File: src/verilog/wormhole_pkg.sv
// Port indices follow P=0, W=1, E=2, N=3, S=4; x grows toward E and y grows toward S
`default_nettype none

package wormhole_pkg;

  // Router port index
  // West and east move along x, north and south along y
  typedef enum logic [2:0]
  {
    P = 3'd0,
    W = 3'd1,
    E = 3'd2,
    N = 3'd3,
    S = 3'd4
  } dir_e;

  // Number of router ports, local port included
  localparam int NUM_DIRS = 5;

  // Set of ports indexed by dir_e
  // Holds at most one bit for a routed flit, none when idle
  typedef logic [NUM_DIRS-1:0] dir_mask_t;

endpackage

`default_nettype wire
File: src/verilog/wormhole_router.sv
// flit_width_p must exceed x, y and length widths together; W/E/N/S traffic must not turn back
`timescale 1ns/1ps
`default_nettype none

module wormhole_router
  #(parameter int flit_width_p = 32
  ,parameter int  x_width_p    = 3
  ,parameter int  y_width_p    = 3
  ,parameter int  len_width_p  = 4
  ,parameter bit  yx_routing_p = 1'b0)
  (input  logic                                                clk_i
  ,input  logic                                                reset_i
  ,input  logic [wormhole_pkg::NUM_DIRS-1:0]                   link_v_i
  ,input  logic [wormhole_pkg::NUM_DIRS-1:0][flit_width_p-1:0] link_data_i
  ,output logic [wormhole_pkg::NUM_DIRS-1:0]                   link_ready_o
  ,output logic [wormhole_pkg::NUM_DIRS-1:0]                   link_v_o
  ,output logic [wormhole_pkg::NUM_DIRS-1:0][flit_width_p-1:0] link_data_o
  ,input  logic [wormhole_pkg::NUM_DIRS-1:0]                   link_ready_i
  ,input  logic [x_width_p-1:0]                                my_x_i
  ,input  logic [y_width_p-1:0]                                my_y_i
  );

  import wormhole_pkg::*;

  logic [NUM_DIRS-1:0]                   head_v;
  logic [NUM_DIRS-1:0][flit_width_p-1:0] head_data;
  logic [NUM_DIRS-1:0]                   deq;
  dir_mask_t [NUM_DIRS-1:0]              dest;
  dir_mask_t [NUM_DIRS-1:0]              sel;

  // One buffer and one route decoder per input port
  for (genvar i = 0; i < NUM_DIRS; i++)
  begin : g_in
    flit_fifo #(.flit_width_p(flit_width_p)) fifo
      (.clk_i      (clk_i)
      ,.reset_i    (reset_i)
      ,.v_i        (link_v_i[i])
      ,.data_i     (link_data_i[i])
      ,.ready_o    (link_ready_o[i])
      ,.head_v_o   (head_v[i])
      ,.head_data_o(head_data[i])
      ,.yumi_i     (deq[i])
      );

    route_decode
      #(.flit_width_p(flit_width_p)
      ,.x_width_p    (x_width_p)
      ,.y_width_p    (y_width_p)
      ,.len_width_p  (len_width_p)
      ,.yx_routing_p (yx_routing_p))
    decode
      (.clk_i      (clk_i)
      ,.reset_i    (reset_i)
      ,.head_v_i   (head_v[i])
      ,.head_data_i(head_data[i])
      ,.deq_i      (deq[i])
      ,.my_x_i     (my_x_i)
      ,.my_y_i     (my_y_i)
      ,.dest_o     (dest[i])
      );
  end

  route_control
    #(.flit_width_p(flit_width_p)
    ,.x_width_p    (x_width_p)
    ,.y_width_p    (y_width_p)
    ,.len_width_p  (len_width_p))
  control
    (.clk_i       (clk_i)
    ,.reset_i     (reset_i)
    ,.head_v_i    (head_v)
    ,.dest_i      (dest)
    ,.out_data_i  (link_data_o)
    ,.link_ready_i(link_ready_i)
    ,.deq_o       (deq)
    ,.sel_o       (sel)
    ,.link_v_o    (link_v_o)
    );

  // Output data also feeds back to the control for body counting
  crossbar #(.flit_width_p(flit_width_p)) xbar
    (.head_data_i(head_data)
    ,.sel_i      (sel)
    ,.data_o     (link_data_o)
    );

endmodule

`default_nettype wire

File: src/verilog/crossbar.sv
// Pure AND-OR switch; each sel_i entry must be one-hot or empty, else the heads are ORed together
`timescale 1ns/1ps
`default_nettype none

module crossbar
  #(parameter int flit_width_p = 32)
  (input  logic [wormhole_pkg::NUM_DIRS-1:0][flit_width_p-1:0] head_data_i
  ,input  wormhole_pkg::dir_mask_t [wormhole_pkg::NUM_DIRS-1:0] sel_i
  ,output logic [wormhole_pkg::NUM_DIRS-1:0][flit_width_p-1:0] data_o
  );

  import wormhole_pkg::*;

  // Idle outputs read as zero
  always_comb
  begin
    for (int o = 0; o < NUM_DIRS; o++)
    begin
      data_o[o] = '0;
      for (int i = 0; i < NUM_DIRS; i++)
        data_o[o] = data_o[o] | (head_data_i[i] & {flit_width_p{sel_i[o][i]}});
    end
  end

endmodule

`default_nettype wire

File: src/verilog/route_control.sv
// Output locks are held from a granted header to the last body flit, and across any stall on link_ready_i
`timescale 1ns/1ps
`default_nettype none

module route_control
  #(parameter int flit_width_p = 32
  ,parameter int  x_width_p    = 3
  ,parameter int  y_width_p    = 3
  ,parameter int  len_width_p  = 4)
  (input  logic                                                clk_i
  ,input  logic                                                reset_i
  ,input  logic [wormhole_pkg::NUM_DIRS-1:0]                   head_v_i
  ,input  wormhole_pkg::dir_mask_t [wormhole_pkg::NUM_DIRS-1:0] dest_i
  ,input  logic [wormhole_pkg::NUM_DIRS-1:0][flit_width_p-1:0] out_data_i
  ,input  logic [wormhole_pkg::NUM_DIRS-1:0]                   link_ready_i
  ,output logic [wormhole_pkg::NUM_DIRS-1:0]                   deq_o
  ,output wormhole_pkg::dir_mask_t [wormhole_pkg::NUM_DIRS-1:0] sel_o
  ,output logic [wormhole_pkg::NUM_DIRS-1:0]                   link_v_o
  );

  import wormhole_pkg::*;

  localparam int len_offset_lp = flit_width_p - x_width_p - y_width_p - len_width_p;

  dir_mask_t [NUM_DIRS-1:0]                  req;
  dir_mask_t [NUM_DIRS-1:0]                  arb_req;
  dir_mask_t [NUM_DIRS-1:0]                  grant;
  dir_mask_t [NUM_DIRS-1:0]                  held_r;
  logic [NUM_DIRS-1:0][len_width_p-1:0]      count_r;
  logic [NUM_DIRS-1:0]                       stall_r;
  logic [NUM_DIRS-1:0]                       locked;
  logic [NUM_DIRS-1:0]                       xfer;

  // Requests seen by output o, one bit per input
  always_comb
  begin
    for (int o = 0; o < NUM_DIRS; o++)
    begin
      for (int i = 0; i < NUM_DIRS; i++)
        req[o][i] = head_v_i[i] & dest_i[i][o];
    end
  end

  for (genvar o = 0; o < NUM_DIRS; o++)
  begin : g_out
    // Mid-packet or stalled outputs only listen to their owner
    assign locked[o]   = (count_r[o] != '0) | stall_r[o];
    assign arb_req[o]  = locked[o] ? (req[o] & held_r[o]) : req[o];
    assign link_v_o[o] = |grant[o];
    assign sel_o[o]    = grant[o];
    assign xfer[o]     = link_v_o[o] & link_ready_i[o];

    always_ff @(posedge clk_i)
    begin
      if (reset_i)
      begin
        count_r[o] <= '0;
        stall_r[o] <= 1'b0;
        held_r[o]  <= '0;
      end
      else
      begin
        stall_r[o] <= link_v_o[o] & ~link_ready_i[o];
        if (link_v_o[o] & (count_r[o] == '0))
          held_r[o] <= grant[o];
        if (xfer[o])
        begin
          // Header leaving loads the body count of its packet
          if (count_r[o] == '0)
            count_r[o] <= out_data_i[o][len_offset_lp +: len_width_p];
          else
            count_r[o] <= count_r[o] - 1'b1;
        end
      end
    end

    if (o == P)
    begin : g_local
      // Local port allows loopback, so all five inputs compete
      rr_arbiter #(.inputs_p(NUM_DIRS)) arb
        (.clk_i    (clk_i)
        ,.reset_i  (reset_i)
        ,.reqs_i   (arb_req[o])
        ,.grants_o (grant[o])
        ,.advance_i(xfer[o])
        );
    end
    else
    begin : g_link
      logic [NUM_DIRS-2:0] sub_req;
      logic [NUM_DIRS-2:0] sub_grant;

      // Skip the output's own port when packing the request vector
      always_comb
      begin
        grant[o] = '0;
        for (int j = 0; j < NUM_DIRS-1; j++)
        begin
          sub_req[j] = arb_req[o][(j < o) ? j : j + 1];
          grant[o][(j < o) ? j : j + 1] = sub_grant[j];
        end
      end

      rr_arbiter #(.inputs_p(NUM_DIRS-1)) arb
        (.clk_i    (clk_i)
        ,.reset_i  (reset_i)
        ,.reqs_i   (sub_req)
        ,.grants_o (sub_grant)
        ,.advance_i(xfer[o])
        );
    end
  end

  // An input pops when the output that granted it accepts the flit
  always_comb
  begin
    deq_o = '0;
    for (int o = 0; o < NUM_DIRS; o++)
      deq_o = deq_o | (grant[o] & {NUM_DIRS{link_ready_i[o]}});
  end

endmodule

`default_nettype wire

File: src/verilog/rr_arbiter.sv
// Round-robin arbiter; the grant is combinational and the priority only moves when advance_i is high
`timescale 1ns/1ps
`default_nettype none

module rr_arbiter
  #(parameter int inputs_p = 5)
  (input  logic                clk_i
  ,input  logic                reset_i
  ,input  logic [inputs_p-1:0] reqs_i
  ,output logic [inputs_p-1:0] grants_o
  ,input  logic                advance_i
  );

  localparam int ptr_width_lp = $clog2(inputs_p);

  logic [ptr_width_lp-1:0] last_r;
  logic [ptr_width_lp-1:0] winner;
  logic                    found;
  int                      idx;

  // Search starts just past the last winner and wraps around
  always_comb
  begin
    grants_o = '0;
    winner   = last_r;
    found    = 1'b0;
    idx      = 0;
    for (int k = 1; k <= inputs_p; k++)
    begin
      idx = int'(last_r) + k;
      if (idx >= inputs_p)
        idx = idx - inputs_p;
      if (!found && reqs_i[idx])
      begin
        found         = 1'b1;
        winner        = ptr_width_lp'(idx);
        grants_o[idx] = 1'b1;
      end
    end
  end

  // Out of reset input 0 has the highest priority
  always_ff @(posedge clk_i)
  begin
    if (reset_i)
      last_r <= ptr_width_lp'(inputs_p - 1);
    else if (advance_i & found)
      last_r <= winner;
  end

endmodule

`default_nettype wire

File: src/verilog/route_decode.sv
// Header is {dest x, dest y, length, payload} from the MSB; W/E/N/S traffic must not turn back
`timescale 1ns/1ps
`default_nettype none

module route_decode
  #(parameter int flit_width_p = 32
  ,parameter int  x_width_p    = 3
  ,parameter int  y_width_p    = 3
  ,parameter int  len_width_p  = 4
  ,parameter bit  yx_routing_p = 1'b0)
  (input  logic                    clk_i
  ,input  logic                    reset_i
  ,input  logic                    head_v_i
  ,input  logic [flit_width_p-1:0] head_data_i
  ,input  logic                    deq_i
  ,input  logic [x_width_p-1:0]    my_x_i
  ,input  logic [y_width_p-1:0]    my_y_i
  ,output wormhole_pkg::dir_mask_t dest_o
  );

  import wormhole_pkg::*;

  localparam int x_offset_lp   = flit_width_p - x_width_p;
  localparam int y_offset_lp   = x_offset_lp - y_width_p;
  localparam int len_offset_lp = y_offset_lp - len_width_p;

  logic [x_width_p-1:0]   dest_x;
  logic [y_width_p-1:0]   dest_y;
  logic [len_width_p-1:0] count_r;
  logic                   is_header;
  dir_mask_t              route_n;
  dir_mask_t              dest_r;

  assign dest_x    = head_data_i[x_offset_lp +: x_width_p];
  assign dest_y    = head_data_i[y_offset_lp +: y_width_p];
  // Zero remaining body flits means the head of the buffer is a header
  assign is_header = (count_r == '0);

  // Dimension-ordered route of the current header
  always_comb
  begin
    route_n = '0;
    if (!yx_routing_p)
    begin
      if (dest_x < my_x_i)
        route_n[W] = 1'b1;
      else if (dest_x > my_x_i)
        route_n[E] = 1'b1;
      else if (dest_y < my_y_i)
        route_n[N] = 1'b1;
      else if (dest_y > my_y_i)
        route_n[S] = 1'b1;
      else
        route_n[P] = 1'b1;
    end
    else
    begin
      if (dest_y < my_y_i)
        route_n[N] = 1'b1;
      else if (dest_y > my_y_i)
        route_n[S] = 1'b1;
      else if (dest_x < my_x_i)
        route_n[W] = 1'b1;
      else if (dest_x > my_x_i)
        route_n[E] = 1'b1;
      else
        route_n[P] = 1'b1;
    end
  end

  // Body flits reuse the port chosen by their header
  assign dest_o = head_v_i ? (is_header ? route_n : dest_r) : '0;

  always_ff @(posedge clk_i)
  begin
    if (reset_i)
    begin
      count_r <= '0;
      dest_r  <= '0;
    end
    else if (deq_i & head_v_i)
    begin
      if (is_header)
      begin
        count_r <= head_data_i[len_offset_lp +: len_width_p];
        dest_r  <= route_n;
      end
      else
        count_r <= count_r - 1'b1;
    end
  end

endmodule

`default_nettype wire

File: src/verilog/flit_fifo.sv
// Two-entry buffer; yumi_i must only be raised while head_v_o is high
`timescale 1ns/1ps
`default_nettype none

module flit_fifo
  #(parameter int flit_width_p = 32)
  (input  logic                    clk_i
  ,input  logic                    reset_i
  ,input  logic                    v_i
  ,input  logic [flit_width_p-1:0] data_i
  ,output logic                    ready_o
  ,output logic                    head_v_o
  ,output logic [flit_width_p-1:0] head_data_o
  ,input  logic                    yumi_i
  );

  logic [flit_width_p-1:0] mem_r [0:1];
  logic                    wr_ptr_r;
  logic                    rd_ptr_r;
  logic                    full_r;
  logic                    empty;
  logic                    enq;
  logic                    deq;

  // Equal pointers mean empty unless the full flag says otherwise
  assign empty       = (wr_ptr_r == rd_ptr_r) & ~full_r;
  assign ready_o     = ~full_r;
  assign head_v_o    = ~empty;
  assign head_data_o = mem_r[rd_ptr_r];

  assign enq = v_i & ~full_r;
  assign deq = yumi_i & ~empty;

  always_ff @(posedge clk_i)
  begin
    if (reset_i)
    begin
      wr_ptr_r <= 1'b0;
      rd_ptr_r <= 1'b0;
      full_r   <= 1'b0;
    end
    else
    begin
      if (enq)
        wr_ptr_r <= ~wr_ptr_r;
      if (deq)
        rd_ptr_r <= ~rd_ptr_r;
      // A write alone fills the buffer when it holds one flit already
      if (enq & ~deq)
        full_r <= (wr_ptr_r != rd_ptr_r);
      else if (deq & ~enq)
        full_r <= 1'b0;
    end
  end

  always_ff @(posedge clk_i)
  begin
    if (enq)
      mem_r[wr_ptr_r] <= data_i;
  end

endmodule

`default_nettype wire

File: config.mk
export PLATFORM = sky130hd
export DESIGN_NAME = wormhole_router
export DESIGN_NICKNAME = d
export VERILOG_FILES = /design/src/verilog/wormhole_pkg.sv /design/src/verilog/wormhole_router.sv /design/src/verilog/crossbar.sv /design/src/verilog/route_control.sv /design/src/verilog/rr_arbiter.sv /design/src/verilog/route_decode.sv /design/src/verilog/flit_fifo.sv
export SDC_FILE = /design/constraint.sdc
export NUM_CORES = 1
export LEC_CHECK = 0
export BUFFER_PORTS_ARGS = -buffer_cell sky130_fd_sc_hd__buf_4
export CAP_MARGIN = 40
export CORE_UTILIZATION = 52
export DETAILED_ROUTE_END_ITERATION = 12
export PLACE_DENSITY = 0.73
export SLEW_MARGIN = 20
export SYNTH_ARGS = -nofsm -noshare
export SYNTH_HDL_FRONTEND = slang
export SYNTH_SLANG_ARGS = --single-unit
File: constraint.sdc
create_clock -name clk_i -period 7.1 [get_ports clk_i]
set_input_delay 0.71 -clock clk_i [delete_from_list [all_inputs] [get_ports clk_i]]
set_output_delay 0.71 -clock clk_i [all_outputs]
set_load 0.02 [all_outputs]
Word-level counts from Yosys, hierarchy flattened. Memory sizes are Yosys's and may differ from the RTL's. A register that Yosys moved wholly into a read port is not among the register bits. Index checks and enable logic that the tools add are counted. W data, S select, Z words.

Order comparisons: 83. Mux-type cells: 299. Eq/ne operators: 10. Bitwise logic cells: 176. Add/subtract/negate cells: 52. Reduce and logical (&&, ||, !) cells: 88.

Operator list (count): $and A32 B32 Y32 (21); $ge A32 B1 Y1 const B (21); $mux W32 (21); $lt A32 B4 Y1 const B (16); $or A32 B32 Y32 (16); $ge A32 B4 Y1 const B (5); $lt A32 B5 Y1 const B (5); $sub A32 B4 Y32 const B (5); $mux W1 (159); $mux W4 (27); $mux W5 (19); $and A1 B1 Y1 (69); $or A4 B4 Y4 (12); $mux W2 (21); $and A5 B5 Y5 (8); $logic_not A4 Y1 (10); $or A5 B5 Y5 (8); $sub A4 B1 Y4 const B (10); $sub A4 B3 Y5 const B (8); $logic_and A1 B1 Y1 (37); $reduce_bool A4 Y1 (9); $not A1 Y1 (35); $bmux W1 S2 (16); $demux W1 S2 (16); other kinds (25) (134).

Memories: 5. Logic and storage cells: 758. Memory bits (writable): 320. Register bits after elaboration: 117. Output and inout bits: 170.

Memories: g_in[0].fifo.mem_r (depth 2, width 32, read ports 1, clocked after memory_dff 1, wr ports 1, line flit_fifo.sv:17) `logic [flit_width_p-1:0] mem_r [0:1];`; g_in[1].fifo.mem_r (depth 2, width 32, read ports 1, clocked after memory_dff 1, wr ports 1, line flit_fifo.sv:17); g_in[2].fifo.mem_r (depth 2, width 32, read ports 1, clocked after memory_dff 1, wr ports 1, line flit_fifo.sv:17); g_in[3].fifo.mem_r (depth 2, width 32, read ports 1, clocked after memory_dff 1, wr ports 1, line flit_fifo.sv:17); g_in[4].fifo.mem_r (depth 2, width 32, read ports 1, clocked after memory_dff 1, wr ports 1, line flit_fifo.sv:17).

Longest topological paths before layout.
Depth in word-level cells: 35. Depth in mapped cells: 24. Mapped depth without buffers: 21.

By module. A second synthesis with hierarchy kept.

Cell total of the unflattened synthesis: 2378. Area, all modules: 26795.7 um^2.

Modules (own cells, without submodules): flit_fifo (cells an instance 122, instances 5, area an instance 2632.5 um^2); crossbar (cells an instance 555, instances 1, area an instance 3853.7 um^2); route_decode (cells an instance 90, instances 5, area an instance 678.2 um^2); route_control (cells an instance 304, instances 1, area an instance 2627.5 um^2); rr_arbiter at control.g_out[1].g_link.arb ... (cells an instance 50, instances 4, area an instance 490.5 um^2); rr_arbiter at control.g_out[0].g_local.arb (cells an instance 259, instances 1, area an instance 1799.2 um^2).

Worst setup path before layout. No wires, ideal clock.

Path type: register -> output. Start point: reg (tool-made name). End point: out link_data_o[123] (netlist bit). Arrival: 5.316 ns. Slack: 1.074 ns. Required time: 6.390 ns. Buffers on the path: 5. Cell stages (with the launch flop): 20. Cells stage by stage: dfxtp_1 -> clkbuf_1 -> clkbuf_1 -> buf_1 -> mux2i_1 -> inv_1 -> ha_1 -> nand3_1 -> nor2_1 -> or3b_1 -> a211o_1 -> and2_1 -> mux4_2 -> nor2b_4 -> a221o_1 -> clkbuf_1 -> clkbuf_1 -> nand2_1 -> o21ai_0 -> a221o_1.

RTL lines: to (decl) (line wormhole_router.sv:17) `,output logic [wormhole_pkg::NUM_DIRS-1:0][flit_width_p-1:0] link_data_o`.

==> summary.md <==
| Metric | Value |
|---|---|
| Final worst-path cycle share | `just under 100%` |
| Area share of fa/ha/maj cells after synthesis | `4.41%` |
| Fraction of layout cells with a size suffix above 1 | `between 20% and 30%` |
| Number of optimization iterations in the first detailed-route pass | `9` |
| Wire length per cell | `roughly 30 um` |
| Largest voltage drop on the vdd net | `roughly 550 uV` |
| Count of different cell masters after synthesis | `112` |
| FP Rows | `between 80 and 90` |
| Number of enable flip-flop cells after synthesis | `320` |
| Worst endpoint required time | `approximately 6400 ps` |
| Post-synthesis cell area | `between 20000 and 30000 um^2` |
| Clock network latency to the later pin of the worst-skew pair | `roughly 620 ps` |
| Critical Path Source Type | `flip-flop` |
| Static Leakage | `11.8 nW` |
| Starting utilization of the core area | `roughly 53%` |
| Status | `completed` |
| CTS sink count | `roughly 440` |
| Count of H-tree levels built during CTS | `2` |
| Number of antenna violations at the first check in global routing | `6` |
| Clock Root Buffer | `clkbuf_16` |
| Share of synthesized area spent on multiplexers | `9.74%` |
| Core footprint | `around 50000 um^2` |
| Maximum operating frequency | `between 100 and 150 MHz` |
| Number of buffers created by CTS | `a little under 50` |
| Class of the worst hold path | `in2reg` |
| Fill cell total of the finished layout | `about 3900` |
| Max_cap viols | `0` |
| Post-synth ARST share | `0%` |
| Post-detailed-placement half-perimeter wirelength | `approximately 78000 um` |
| Number of I/O pins | `between 300 and 400` |
| Post-synthesis cell type with the largest combined area | `edfxtp_1` |
| Slowest-stage cell, CP | `a211oi_1` |
| Kind of critical path | `reg2out` |
| Destination of the worst register-to-register timing path | `g_in[2].fifo.full_r` |
| Final layout net count | `between 3000 and 4000` |
| Largest driver fanout on the critical path | `29` |
| Port bufs | `347` |
| Cell types occupying the most area after synthesis | `edfxtp_1 37%, dfxtp_1 9.1%, mux2i_1 4.5%, mux2_2 4.3%, ha_1 4.2%` |
| CP endpoint kind | `primary output` |
| Non-Filler Instances | `around 3500` |
| Via count of the first global-routing pass | `approximately 23000` |
| Total gr overflow | `0` |
| First DRT Iteration DRCs | `3546` |
| Max-slew headroom at the worst pin | `roughly 38%` |
| Leading cell type in the layout, fill and taps excluded | `buf_4` |
| Worst path cell trace | `inv_1 -> ha_1 -> ha_1 -> inv_1 -> o22ai_1 -> nand3_1 -> a211oi_1 -> a221oi_1 -> nor3b_1 -> and2_1 -> a221oi_4 -> buf_12 -> o22ai_1 -> a21oi_1 -> o211ai_1 -> buf_4` |
| Data arrival time of the worst path | `around 6200 ps` |
| Worst hold start | `link_data_i[129]` |
| Post-DRT Antenna Nets | `0` |
| Slew of the pin with the lowest slew margin | `approximately 910 ps` |
| Synthesized Nets | `around 2700` |
| Most frequent cells in the layout | `421 x buf_4, 320 x edfxtp_1, 216 x nand2_1` |
| Area of the die | `around 51000 um^2` |
| Largest net degree at the start of global routing | `79` |
| Clk pin slew, worst setup/hold paths | `70 ps` |
| Width of the chip | `225 um` |
| Maximum root-to-sink buffer count | `3` |
| Total Neg Setup Slack | `0 ps` |
| Overall Global Routing Usage | `between 40% and 50%` |
| Post-CTS Setup Bufs | `0` |
| Post-Synth XOR/XNOR Area | `less than 1%` |
| Via count | `24096` |
| Total power divided by cell area | `~600 nW/um^2` |
| Seq cells post-synth | `between 400 and 500` |
| Count of cells along the worst hold path | `1` |
| Primary flip-flop cell chosen by synthesis mapping | `edfxtp_1` |
| Placer Congestion | `1.00` |
| Area Growth Syn to Fin | `21.7%` |
| Simple-gate portion of the synthesized area | `around an eighth` |
| Count of final hold-check violations | `0` |
| Max-slew violation count | `0` |
| Share of the yosys chip area belonging to registers | `46.3%` |
| Gate count after technology mapping | `about 2500` |
| Number of cells on the worst reg-to-reg path | `17` |
| Biggest cell delay along the critical path | `roughly 750 ps` |
| Clock Skew | `roughly 33 ps` |
| Via/cell ratio | `between 6 and 7` |
| Hold Crit Endpoint | `g_in[4].fifo.mem_r[0][1]` |
| Setup-violating endpoint count in the final report | `0` |
| Vertical extent of the die | `~220 um` |
| Dominant combinational cell family by area after synthesis | `compound AO/OA/AOI/OAI gates` |
| Residual DRC | `0` |
| Reg2reg setup slack | `1030 ps` |
| Clock period minus final worst setup slack | `6940 ps` |
| Placed cell count | `between 3000 and 4000` |
| Synthesis warning total | `0` |
| Fraction of post-synthesis cell area in the top cell type by area | `~37%` |
| Synthesized area divided by synthesized cell count | `10.5 um^2` |
| Total Routed Length | `~110000 um` |
| Complex-gate fraction of the synthesized area | `between 20% and 30%` |
| TritonCTS clock tree | `built` |
| Wire length of the first global-routing pass | `about 150000 um` |
| Setup repair after global routing missed its margin | `false` |
## cell type report
type / count / area [um^2] / area share [%]
Multi-Input combinational cell: 1741 / 12900 / 41.0
Sequential cell: 438 / 12000 / 38.1
Timing Repair Buffer: 438 / 3470 / 11.0
Clock buffer: 59 / 1320 / 4.18
Tap cell: 664 / 831 / 2.64
Inverter: 132 / 495 / 1.58
Clock inverter: 33 / 453 / 1.44
Antenna cell: 1 / 2.50 / 0.00796
## Yosys cell counts (15+ instances only)
master / number
dfxtp_1: 118
inv_1: 128
a21oi_1: 132
o21ai_0: 98
mux2_2: 98
nor3_1: 35
o22ai_1: 92
a22oi_1: 59
o211ai_1: 65
buf_2: 23
nand2_1: 216
a221o_1: 97
nor2b_1: 31
nand3_1: 36
ha_1: 87
clkbuf_1: 99
edfxtp_1: 320
o21a_1: 17
mux2i_1: 115
nand2b_1: 22
and2_1: 22
nor2_1: 140
a222oi_1: 15
a211oi_1: 23
or3_1: 18
buf_1: 17
## worst max-delay path, delay by kind of cell (launching register included)
kind / cells / cell delay, ps
fa+ha+maj: 2 / 770
simple gates: 3 / 680
compound gates: 7 / 2540
buf+inv: 4 / 1000
flops: 1 / 580
## cells by family (layout without fill, tap and decap cells)
| family | count (synthesis) | after routing |
|---|---|---|
| simple gates | 626 | 626 |
| xor+xnor | 19 | 19 |
| flops | 438 | 438 |
| fa+ha+maj | 91 | 91 |
| compound gates | 780 | 780 |
| mux | 225 | 225 |
| buf+inv | 279 | 662 |
| other cells | 0 | 1 |
## per-layer routing
layer | part of all wire [%] | global-route usage, % | vias to the layer above
met5 | 0.045 | 0 | -
met4 | 9.2 | 32.7 | 8
met3 | 12 | 11.7 | 511
met2 | 45 | 64.1 | 1786
met1 | 34 | 48.0 | 11536
li1 | - | - | 10255
## through the flow
step / setup WS, ps / cell area, um^2 / power (W) / hold slack, ps / utilization (%)
2_1_floorplan: 1070 / 25800 / 0.0102 / 424 / -
3_3_place_gp: 889 / 29300 / 0.0150 / 432 / 59.9
3_5_place_dp: 889 / 29600 / 0.0151 / 442 / 60.5
4_1_cts: 238 / 31400 / 0.0180 / 262 / 64.1
5_1_grt: 16.0 / 31400 / 0.0189 / 268 / 64.2
6_report: 156 / 31400 / 0.0184 / 275 / 64.2
## registers in the layout, summed over array words and instances, names as in the netlist, 8 cells and up, named ones only
signal                           cells
g_in.decode.dest_r                  21
control.held_r                      21
control.count_r                     20
g_in.fifo.mem_r                    320
g_in.decode.count_r                 20
control.g_out.g_link.arb.last_r      8
## what timing repair did
item                                   4_1_cts  5_1_grt
setup endpoints to repair                    0        5
resized for setup                            0        3
hold buffers                                 0        0
endpoints found under the hold margin        0        0
## report_power, final
part           switching (W)  leakage (nW)  total, W  internal [W]
clock network        0.00111         0.846   0.00280       0.00169
registers           0.000240          3.96   0.00337       0.00313
logic                0.00791          7.00    0.0122       0.00432
total                0.00926          11.8    0.0184       0.00914
## how the worst max path moves through the flow
stage / slack [ps] / startpoint / cells past startpoint / endpoint
3_5_place_dp: 890 / control.g_out[0].g_local.arb.last_r[1] / 17 / link_data_o[7]
5_1_grt: 20 / control.g_out[0].g_local.arb.last_r[1] / 16 / link_data_o[29]
6_report: 160 / control.g_out[0].g_local.arb.last_r[1] / 16 / link_data_o[29]
3_3_place_gp: 890 / control.g_out[0].g_local.arb.last_r[1] / 17 / link_data_o[7]
2_1_floorplan: 1070 / flip-flop / 19 / link_data_o[123]
4_1_cts: 240 / control.g_out[0].g_local.arb.last_r[1] / 17 / link_data_o[7]
Note: power is estimated with default switching activity, not from simulation.
